==> config.mk <==
export PLATFORM = sky130hd
export DESIGN_NAME = fir_top
export DESIGN_NICKNAME = d
export VERILOG_FILES = /design/src/fir_pkg.sv /design/src/dsp_slice.sv /design/src/sample_delay_line.sv /design/src/tap_sequencer.sv /design/src/fir_mac.sv /design/src/fir_top.sv
export SDC_FILE = /design/constraint.sdc
export NUM_CORES = 2
export LEC_CHECK = 0
export BUFFER_PORTS_ARGS = -buffer_cell sky130_fd_sc_hd__buf_2
export CELL_PAD_IN_SITES_DETAIL_PLACEMENT = 1
export CELL_PAD_IN_SITES_GLOBAL_PLACEMENT = 1
export CORE_MARGIN = 5
export CORE_UTILIZATION = 45
export CTS_CLUSTER_SIZE = 14
export DETAILED_ROUTE_END_ITERATION = 10
export MAX_ROUTING_LAYER = met4
export PLACE_DENSITY_LB_ADDON = 0.3
export SLEW_MARGIN = 20
export SYNTH_ARGS = -nofsm -noshare
export SYNTH_HDL_FRONTEND = slang
export SYNTH_SLANG_ARGS = --single-unit
==> constraint.sdc <==
create_clock -name clock -period 8.3 [get_ports clock]
set_input_delay 0.415 -clock clock [delete_from_list [all_inputs] [get_ports clock]]
set_output_delay 0.415 -clock clock [all_outputs]
set_load 0.02 [all_outputs]
==> src/fir_pkg.sv <==
// fir widths, tap counts, rounding constant, dsp mode, tap operation and sample pair types
package fir_pkg;

   localparam int SAMPLE_W   = 16;                  // signed input samples
   localparam int AD_W       = 25;                  // pre-adder operand, as on the A/D ports
   localparam int COEF_W     = 18;                  // B port width
   localparam int ACC_W      = 48;                  // P width
   localparam int NTAPS      = 16;
   localparam int NPAIRS     = NTAPS / 2;           // linear phase, one coef per pair
   localparam int PAIR_IDX_W = $clog2(NPAIRS);
   localparam int TAP_IDX_W  = $clog2(NTAPS);       // ring pointer width
   localparam int DSP_LAT    = 4;                   // input reg, AD, M, P
   localparam int OUT_SHIFT  = 17;                  // bits dropped off the accumulator
   localparam int OUT_W      = 24;

   // half lsb of the output, loaded through C on the first pair
   localparam logic signed [ACC_W-1:0] ROUND_C = ACC_W'(1) << (OUT_SHIFT - 1);

   typedef struct packed {
      logic z_load;     // p = c + m when set, else p = p + m
      logic preadd_sub; // ad = a - d when set
   } dsp_mode_t;

   typedef struct packed {
      logic                     valid;
      dsp_mode_t                mode;
      logic signed [COEF_W-1:0] coef;
      logic                     last; // final pair of a pass
   } tap_op_t;

   typedef struct packed {
      logic signed [SAMPLE_W-1:0] x_new; // tap k
      logic signed [SAMPLE_W-1:0] x_old; // tap NTAPS-1-k
   } sample_pair_t;

endpackage

==> src/dsp_slice.sv <==
// dsp_slice: behavioral pre-add, multiply and accumulate slice with A/D, AD, M and P registers
module dsp_slice (
   input  logic                              clock,
   input  logic signed [fir_pkg::AD_W-1:0]   a,
   input  logic signed [fir_pkg::AD_W-1:0]   d,
   input  logic signed [fir_pkg::COEF_W-1:0] b,
   input  logic signed [fir_pkg::ACC_W-1:0]  c,     // one register only, meets M at the alu
   input  fir_pkg::dsp_mode_t                mode,
   output logic signed [fir_pkg::ACC_W-1:0]  p
);
   import fir_pkg::*;

   localparam int M_W = AD_W + COEF_W;

   // stage 1, input registers
   logic signed [AD_W-1:0]   a_r, d_r;
   logic signed [COEF_W-1:0] b_r;
   dsp_mode_t                mode_1;

   // stage 2, pre-adder register
   logic signed [AD_W-1:0]   ad_r;
   logic signed [COEF_W-1:0] b_r2;   // second B register keeps b beside ad
   dsp_mode_t                mode_2;

   // stage 3, multiplier register
   logic signed [M_W-1:0]    m_r;
   logic signed [ACC_W-1:0]  c_r;
   dsp_mode_t                mode_3;

   // no resets anywhere, like the hard block
   always_ff @(posedge clock) begin
      a_r    <= a;
      d_r    <= d;
      b_r    <= b;
      mode_1 <= mode;

      // pre-add or pre-subtract, samples are narrow so AD_W cannot overflow
      if (mode_1.preadd_sub)
         ad_r <= a_r - d_r;
      else
         ad_r <= a_r + d_r;
      b_r2   <= b_r;
      mode_2 <= mode_1;

      m_r    <= ad_r * b_r2;   // full 43 bit product
      c_r    <= c;
      mode_3 <= mode_2;

      // z mux picks c on a load, p otherwise
      if (mode_3.z_load)
         p <= c_r + m_r;
      else
         p <= p + m_r;
   end

endmodule

==> src/sample_delay_line.sv <==
// sample_delay_line: 16 entry sample ring with a registered symmetric pair read
module sample_delay_line (
   input  logic                                clock,
   input  logic                                sample_wr,
   input  logic signed [fir_pkg::SAMPLE_W-1:0] sample,
   input  logic                                tap_rd,
   input  logic [fir_pkg::PAIR_IDX_W-1:0]      pair_idx,
   output fir_pkg::sample_pair_t               pair
);
   import fir_pkg::*;

   logic signed [SAMPLE_W-1:0] ring [NTAPS];
   logic [TAP_IDX_W-1:0]       wr_ptr = '0;  // power-up value, any start point works
   logic [TAP_IDX_W-1:0]       addr_new;     // tap k
   logic [TAP_IDX_W-1:0]       addr_old;     // tap NTAPS-1-k

   // newest sample sits just behind the write pointer
   assign addr_new = wr_ptr - TAP_IDX_W'(1) - TAP_IDX_W'(pair_idx);
   // wp-1-(15-k) wraps to wp+k
   assign addr_old = wr_ptr + TAP_IDX_W'(pair_idx);

   always_ff @(posedge clock) begin
      if (sample_wr) begin
         ring[wr_ptr] <= sample;
         wr_ptr       <= wr_ptr + TAP_IDX_W'(1);
      end
      // read sees ring and pointer from before this edge
      if (tap_rd) begin
         pair.x_new <= ring[addr_new];
         pair.x_old <= ring[addr_old];
      end
   end

endmodule

==> src/tap_sequencer.sv <==
// tap_sequencer: strobe accept/drop, coefficient bank, pair counter and tap operation issue
module tap_sequencer (
   input  logic                              clock,
   input  logic                              arst_n,
   input  logic                              sample_stb,
   input  logic                              antisym,
   input  logic                              coef_we,
   input  logic [fir_pkg::PAIR_IDX_W-1:0]    coef_addr,
   input  logic signed [fir_pkg::COEF_W-1:0] coef_data,
   output logic                              sample_wr,
   output logic                              tap_rd,
   output logic [fir_pkg::PAIR_IDX_W-1:0]    pair_idx,
   output fir_pkg::tap_op_t                  op,
   output logic                              overrun
);
   import fir_pkg::*;

   logic signed [COEF_W-1:0] coef_bank [NPAIRS];
   logic                     busy;       // pass in progress
   logic [PAIR_IDX_W-1:0]    cnt;        // next pair to issue
   logic                     antisym_q;  // mode of the current pass
   tap_op_t                  iss;        // op issued beside tap_rd, waits one cycle for the pair
   logic                     first_pair;
   logic                     last_pair;

   // strobes only land when idle, a busy strobe is dropped whole
   assign sample_wr = sample_stb & ~busy;
   assign overrun   = sample_stb & busy;

   assign first_pair = (cnt == '0);
   assign last_pair  = (cnt == PAIR_IDX_W'(NPAIRS - 1));

   // write port, takes effect next clock
   always_ff @(posedge clock) begin
      if (coef_we)
         coef_bank[coef_addr] <= coef_data;
   end

   always_ff @(posedge clock or negedge arst_n) begin
      if (!arst_n) begin
         busy      <= 1'b0;
         cnt       <= '0;
         antisym_q <= 1'b0;
         tap_rd    <= 1'b0;
         pair_idx  <= '0;
         iss       <= '0;
         op        <= '0;
      end else begin
         tap_rd <= busy;            // one read per busy cycle
         iss    <= '0;
         if (busy) begin
            pair_idx            <= cnt;
            iss.valid           <= 1'b1;
            iss.mode.z_load     <= first_pair;   // first pair reloads from c
            iss.mode.preadd_sub <= antisym_q;
            iss.coef            <= coef_bank[cnt];
            iss.last            <= last_pair;
            cnt                 <= cnt + PAIR_IDX_W'(1);
            if (last_pair)
               busy <= 1'b0;        // idle again one cycle after the last issue
         end
         if (sample_wr) begin
            busy      <= 1'b1;
            cnt       <= '0;
            antisym_q <= antisym;   // held for the whole pass
         end
         op <= iss;                 // lines up with the registered pair
      end
   end

endmodule

==> src/fir_mac.sv <==
// fir_mac: dsp slice feed, last pair flag pipe and scaled result capture
module fir_mac (
   input  logic                             clock,
   input  logic                             arst_n,
   input  fir_pkg::sample_pair_t            pair,
   input  fir_pkg::tap_op_t                 op,
   output logic signed [fir_pkg::OUT_W-1:0] result,
   output logic                             result_stb
);
   import fir_pkg::*;

   logic signed [AD_W-1:0]   a, d;
   logic signed [COEF_W-1:0] b;
   logic signed [ACC_W-1:0]  p;
   logic [DSP_LAT-1:0]       last_pipe;  // bit DSP_LAT-1 high in the cycle p holds the sum

   // sign extend samples onto the 25 bit ports
   assign a = {{(AD_W - SAMPLE_W){pair.x_new[SAMPLE_W-1]}}, pair.x_new};
   assign d = {{(AD_W - SAMPLE_W){pair.x_old[SAMPLE_W-1]}}, pair.x_old};
   assign b = op.valid ? op.coef : '0;   // idle cycles add nothing

   dsp_slice u_dsp (
      .clock (clock),
      .a     (a),
      .d     (d),
      .b     (b),
      .c     (ROUND_C),
      .mode  (op.mode),
      .p     (p)
   );

   always_ff @(posedge clock or negedge arst_n) begin
      if (!arst_n) begin
         last_pipe  <= '0;
         result_stb <= 1'b0;
      end else begin
         last_pipe  <= {last_pipe[DSP_LAT-2:0], op.last};
         result_stb <= last_pipe[DSP_LAT-1];
      end
   end

   // arithmetic shift down and truncate, held until the next pass
   always_ff @(posedge clock) begin
      if (last_pipe[DSP_LAT-1])
         result <= p[OUT_SHIFT +: OUT_W];
   end

endmodule

==> src/fir_top.sv <==
// fir_top: 16 tap linear phase fir built from sequencer, delay line and mac stage
module fir_top (
   input  logic                                clock,
   input  logic                                arst_n,
   input  logic                                sample_stb,
   input  logic signed [fir_pkg::SAMPLE_W-1:0] sample,
   input  logic                                antisym,   // pre-subtract when set
   input  logic                                coef_we,
   input  logic [fir_pkg::PAIR_IDX_W-1:0]      coef_addr,
   input  logic signed [fir_pkg::COEF_W-1:0]   coef_data,
   output logic signed [fir_pkg::OUT_W-1:0]    result,
   output logic                                result_stb,
   output logic                                overrun
);
   import fir_pkg::*;

   logic                  sample_wr;
   logic                  tap_rd;
   logic [PAIR_IDX_W-1:0] pair_idx;
   tap_op_t               op;     // arrives with pair
   sample_pair_t          pair;

   tap_sequencer u_seq (
      .clock      (clock),
      .arst_n     (arst_n),
      .sample_stb (sample_stb),
      .antisym    (antisym),
      .coef_we    (coef_we),
      .coef_addr  (coef_addr),
      .coef_data  (coef_data),
      .sample_wr  (sample_wr),
      .tap_rd     (tap_rd),
      .pair_idx   (pair_idx),
      .op         (op),
      .overrun    (overrun)
   );

   sample_delay_line u_line (
      .clock     (clock),
      .sample_wr (sample_wr),
      .sample    (sample),
      .tap_rd    (tap_rd),
      .pair_idx  (pair_idx),
      .pair      (pair)
   );

   fir_mac u_mac (
      .clock      (clock),
      .arst_n     (arst_n),
      .pair       (pair),
      .op         (op),
      .result     (result),
      .result_stb (result_stb)
   );

endmodule

Word level (Yosys, flattened, before mapping)
Memory sizes are Yosys's and may differ from the RTL's. A register that Yosys moved wholly into a read port is not among the register bits.
Index checks and enable logic that the tools add are counted.

cells by class
  $add $sub $neg = 9
  multipliers = 1
  equality and inequality tests = 1
  mux-type cells = 12
  bitwise logic cells = 3
  reduce and logical (&&, ||, !) cells = 2

operator list
  operator                count
  $add 48x43->48          1
  $mux 48                 1
  $add 18x43->44 const A  1
  $mul 25x18->43          1
  $mux 25                 1
  $mux 22                 1
  $add 16x16->17          1
  $sub 16x16->17          1
  $mux 1                  7
  $mux 3                  2
  $add 4x1->4 const B     1
  $add 4x3->4             1
  $sub 4x1->4 const B     1
  $sub 4x3->4             1
  $add 3x1->3 const B     1
  $eq 3x3->1 const B      1
  $logic_not 3->1         1
  $and 1x1->1             2
  $reduce_bool 2->1       1
  $not 1->1               1

storage, ports and cells
  flip-flop bits (word level) = 274
  bits in writable memories = 400
  output and inout port bits = 26
  logic and storage cells = 60
  memories = 2

memory list
  memory           words  width  rd ports  clocked after memory_dff  wr ports  line                     text
  u_line.ring      16     16     2         2                         1         sample_delay_line.sv:12  logic signed [SAMPLE_W-1:0] ring [NTAPS];
  u_seq.coef_bank  8      18     1         0                         1         tap_sequencer.sv:18      logic signed [COEF_W-1:0] coef_bank [NPAIRS];

Longest topological paths before layout
  depth after elaboration = 4
  mapped depth = 25
  depth with buffers taken out = 23

By module
Synthesis repeated with hierarchy kept, for this count alone.

unflattened totals
  cells, all modules = 3,872
  area, all modules = 47,857.1 sq um

modules (own cells, without submodules)
  module             times used  cells each  area each (sq um)  seq. area each (sq um)
  dsp_slice          1           2,730       25,863.6           5,084.9
  sample_delay_line  1           734         13,862.0           8,768.4
  tap_sequencer      1           358         7,136.8            5,625.4
  fir_mac            1           50          994.7              845.8

Worst setup path before layout
OpenSTA, ideal clock, no wires.

  path type = register -> register
  from = register u_mac.u_dsp.ad_r[11]
  to = register u_mac.u_dsp.m_r[25]
  arrival time = 5.970 ns
  setup slack = 2.258 ns
  cell stages (with the launch flop) = 23
  period minus slack after synthesis = 6.042 ns
  path through = dfxtp_1 -> clkbuf_1 -> clkbuf_1 -> nand2_1 -> fa_1 -> fa_1 -> fa_1 -> inv_1 -> fa_1 -> fa_1 -> inv_1 -> fa_1 -> inv_1 -> ha_1 -> buf_2 -> and4_1 -> and4_1 -> o22a_1 -> or2_1 -> a21o_1 -> a221o_1 -> a21oi_1 -> xnor2_1

on the way
  word-level cells in the longest chain between the ends = 1

ends and longest elaborated chain
  item                      line             text
  start: declaration        dsp_slice.sv:21  logic signed [AD_W-1:0] ad_r;
  start signal: assignment  dsp_slice.sv:39  ad_r <= a_r - d_r;
  start signal: assignment  dsp_slice.sv:41  ad_r <= a_r + d_r;
  $mul 25x18->43            dsp_slice.sv:45  m_r <= ad_r * b_r2;
  end signal: assignment    dsp_slice.sv:45
  end: declaration          dsp_slice.sv:26  logic signed [M_W-1:0] m_r;

Every way passes these cells.
A chain may end at the register's enable or synchronous reset.

Worst setup path in the final report
  from = register u_mac.u_dsp.ad_r[23]
  to = register u_mac.u_dsp.m_r[37]

Same word-level chain as after synthesis.

==> results.toml <==
[die]
die_y_um = 312
dieArea_um2 = 97500
io_pins = 68
rows = 110
core_um2 = 90300
fp.dieW_um = 312
initial_core_util_pct = 45.5

[clocking]
postCtsHoldBufs = 13
insertion_delay_ns = 0.67
cts_root_buf = "clkbuf_16"
cts_setup_buffers = 0
cts.clk_slew.worst_paths_ns = 0.06
tritoncts = "built"
numCtsBuffers = 78
htreeDepth = 3
clockBufferDepth = 3
cts_resized = 0
clkSinkCount = 688

[sta]
max-slew-margin-rel_pct = 35.5
skew_ns = 0.0396
max_freq_mhz = 144
setup_slack_ns = 1.36
worst_slew_pin_slew_ns = 0.958
rsz0062_at_grt = "no"
layout_min_cycle_time_ns = 6.94
maxSlewViolCount = 0
finalSetupViolCount = 0
finalHoldViolCount = 0
period_share_pct = 83.6
tns_ns = 0

[yosys]
synth_top_area_cell = "edfxtp_1"
netlist_top_cells_area = "edfxtp_1 (34%), fa_1 (16%), mux4_2 (9.0%)"
yosysSeqAreaShare_pct = 45.4
synth_edf_count = 460
netlist.area_leader.share_pct = 33.6
syn_avg_cell_area_um2 = 12.7
synth-seq-cells = 688
syn_nets = 3777
yosys_most_used_dff = "edfxtp_1"
syn_inst = 3235
yosys_warnings = 0
async_flop_share_pct = 8.28
yosysUniqueCellTypes = 69
syn_area_um2 = 41100

[min_path]
hp-class = "primary input to flop"
hold_path_depth = 2
hp-start = "sample_stb"
min_to = "u_seq.cnt[1]$_DFFE_PN0P_"

[final_layout]
final_cells = 4544
fin_area_um2 = 45600
nets = 3834
syn2layout_area_growth_pct = 10.9
drive_above_1_share_pct = 12.6

[route]
drt-initial-drc-count = 1577
firstDrtPassIters = 5
antenna_left = 0
wirelength_mm = 103
vias = 25500
viasPerCell = 5.61
drc = 0
wl_per_cell_um = 22.6

[placed_design]
pre_cts_ws_ns = 1.37
io_buffers = 67
place_hpwl_mm = 72.3
placed_area_um2 = 42700
gp_congestion = 0.890
dp_cells = 4375

[critical_path]
r2r-start = "u_mac.u_dsp.ad_r[23]$_DFF_P_"
r2r_end = "u_mac.u_dsp.m_r[37]$_DFF_P_"
path_max_fanout = 18
critPathRequiredTime_ns = 8.83
cp.arrival_ns = 7.47
endpoint_kind = "flop"
r2r_cells = 22
cp-start-kind = "flop"
critPathKind = "flop to flop"
reg2reg_setup_slack_ns = 1.36

[global_routing]
grt_antenna_before_repair = 10
track_usage_pct = 21.9
grt_pass1_wl_mm = 163
grt_max_degree = 71
grt_pass1_vias = 28500
overflow = 0

[status]
status = "completed"

[run]
maxCapViolations = 0
per-layer routing:
metal  wire, µm  track usage (%)  up-vias
li1           -                -    11300
met1      41600             26.4    13400
met2      52800             38.0      666
met3       5160             3.78      169
met4       3090             7.12        0
met5          0                -        -
per-stage QoR:
step	util (%)	hold WS, ns
3_5_place_dp	47.3	0.317
2_1_floorplan	-	0.119
5_1_grt	50.5	0.0110
4_1_cts	50.4	0.00298
6_report	50.5	0.0256
3_3_place_gp	47.3	0.314
synth_stat cells (55+ instances only):
cell      number
a21oi_1      137
and2_1       167
clkbuf_1     102
dfrtp_1       57
dfxtp_1      171
edfxtp_1     460
fa_1         332
ha_1         168
inv_1        442
mux2i_1       55
mux4_2       164
nand2_1      275
nor2_1        96
o21ai_0       70
xnor2_1       73
critical path: stages (launching register included):
cell,delay [ns]
dfxtp_1,0.53
and2_1,0.35
fa_1,0.59
inv_1,0.14
fa_1,0.53
inv_1,0.06
ha_1,0.58
inv_1,0.23
fa_1,0.53
inv_1,0.05
fa_1,0.54
inv_1,0.05
fa_1,0.47
inv_1,0.04
ha_1,0.37
and3_1,0.26
nand2_1,0.10
nor2_1,0.18
o21ai_0,0.13
nand3b_1,0.21
a31oi_1,0.24
o31a_1,0.39
o211a_1,0.21
flip-flops by register name, summed over array words and instances, names as in the netlist, 17 cells and up:
register / flops
u_line.ring: 256
u_seq.coef_bank: 144
u_mac.u_dsp.m_r: 41
u_mac.u_dsp.p: 41
u_line.pair: 32
u_mac.result: 24
u_seq.iss: 22
u_seq.op: 22
u_mac.u_dsp.b_r2: 18
u_mac.u_dsp.b_r: 18
u_mac.u_dsp.ad_r: 17
worst max path at each step:
stage / start / to
after global placement: u_mac.u_dsp.ad_r[10]$_DFF_P_ / u_mac.u_dsp.m_r[38]$_DFF_P_
after floorplan: u_mac.u_dsp.ad_r[11]$_DFF_P_ / u_mac.u_dsp.m_r[25]$_DFF_P_
after global routing: u_mac.u_dsp.ad_r[23]$_DFF_P_ / u_mac.u_dsp.m_r[38]$_DFF_P_
final: u_mac.u_dsp.ad_r[23]$_DFF_P_ / u_mac.u_dsp.m_r[37]$_DFF_P_
after detailed placement: u_mac.u_dsp.b_r2[0]$_DFF_P_ / u_mac.u_dsp.m_r[38]$_DFF_P_
after CTS: u_mac.u_dsp.ad_r[23]$_DFF_P_ / u_mac.u_dsp.m_r[38]$_DFF_P_
kinds of logic after synthesis:
family                   Yosys count  share of synthesized area, %
AND/OR/NAND/NOR                  712                          8.52
flip-flops                       688                          45.4
buffers and inverters            583                          5.39
adder cells (fa/ha/maj)          500                          21.3
AO/OA/AOI/OAI                    413                          6.49
multiplexers                     222                          10.4
XOR/XNOR                         117                          2.49
layout by cell type (no fill, tap or decap), types with 67 or more instances in the layout:
cell type,Yosys,final
edfxtp_1,460,460
inv_1,442,442
fa_1,332,330
nand2_1,275,275
dfxtp_1,171,170
and2_1,167,167
ha_1,168,167
mux4_2,164,164
a21oi_1,137,137
nor2_1,96,96
clkbuf_16,0,81
xnor2_1,73,71
o21ai_0,70,70
buf_2,20,67
area by class of cell:
cell class	instances	area, µm²
Clock buffer	105	2170
Inverter	442	1660
Sequential cell	688	18700
Antenna cell	10	25.0
Multi-Input combinational cell	1964	20300
Fill cell	9194	44700
Clock inverter	41	499
Timing Repair Buffer	118	758
Tap cell	1176	1470
Power is not shown: default switching activity piles up to over one toggle a cycle in this logic, so the estimate is an artifact.
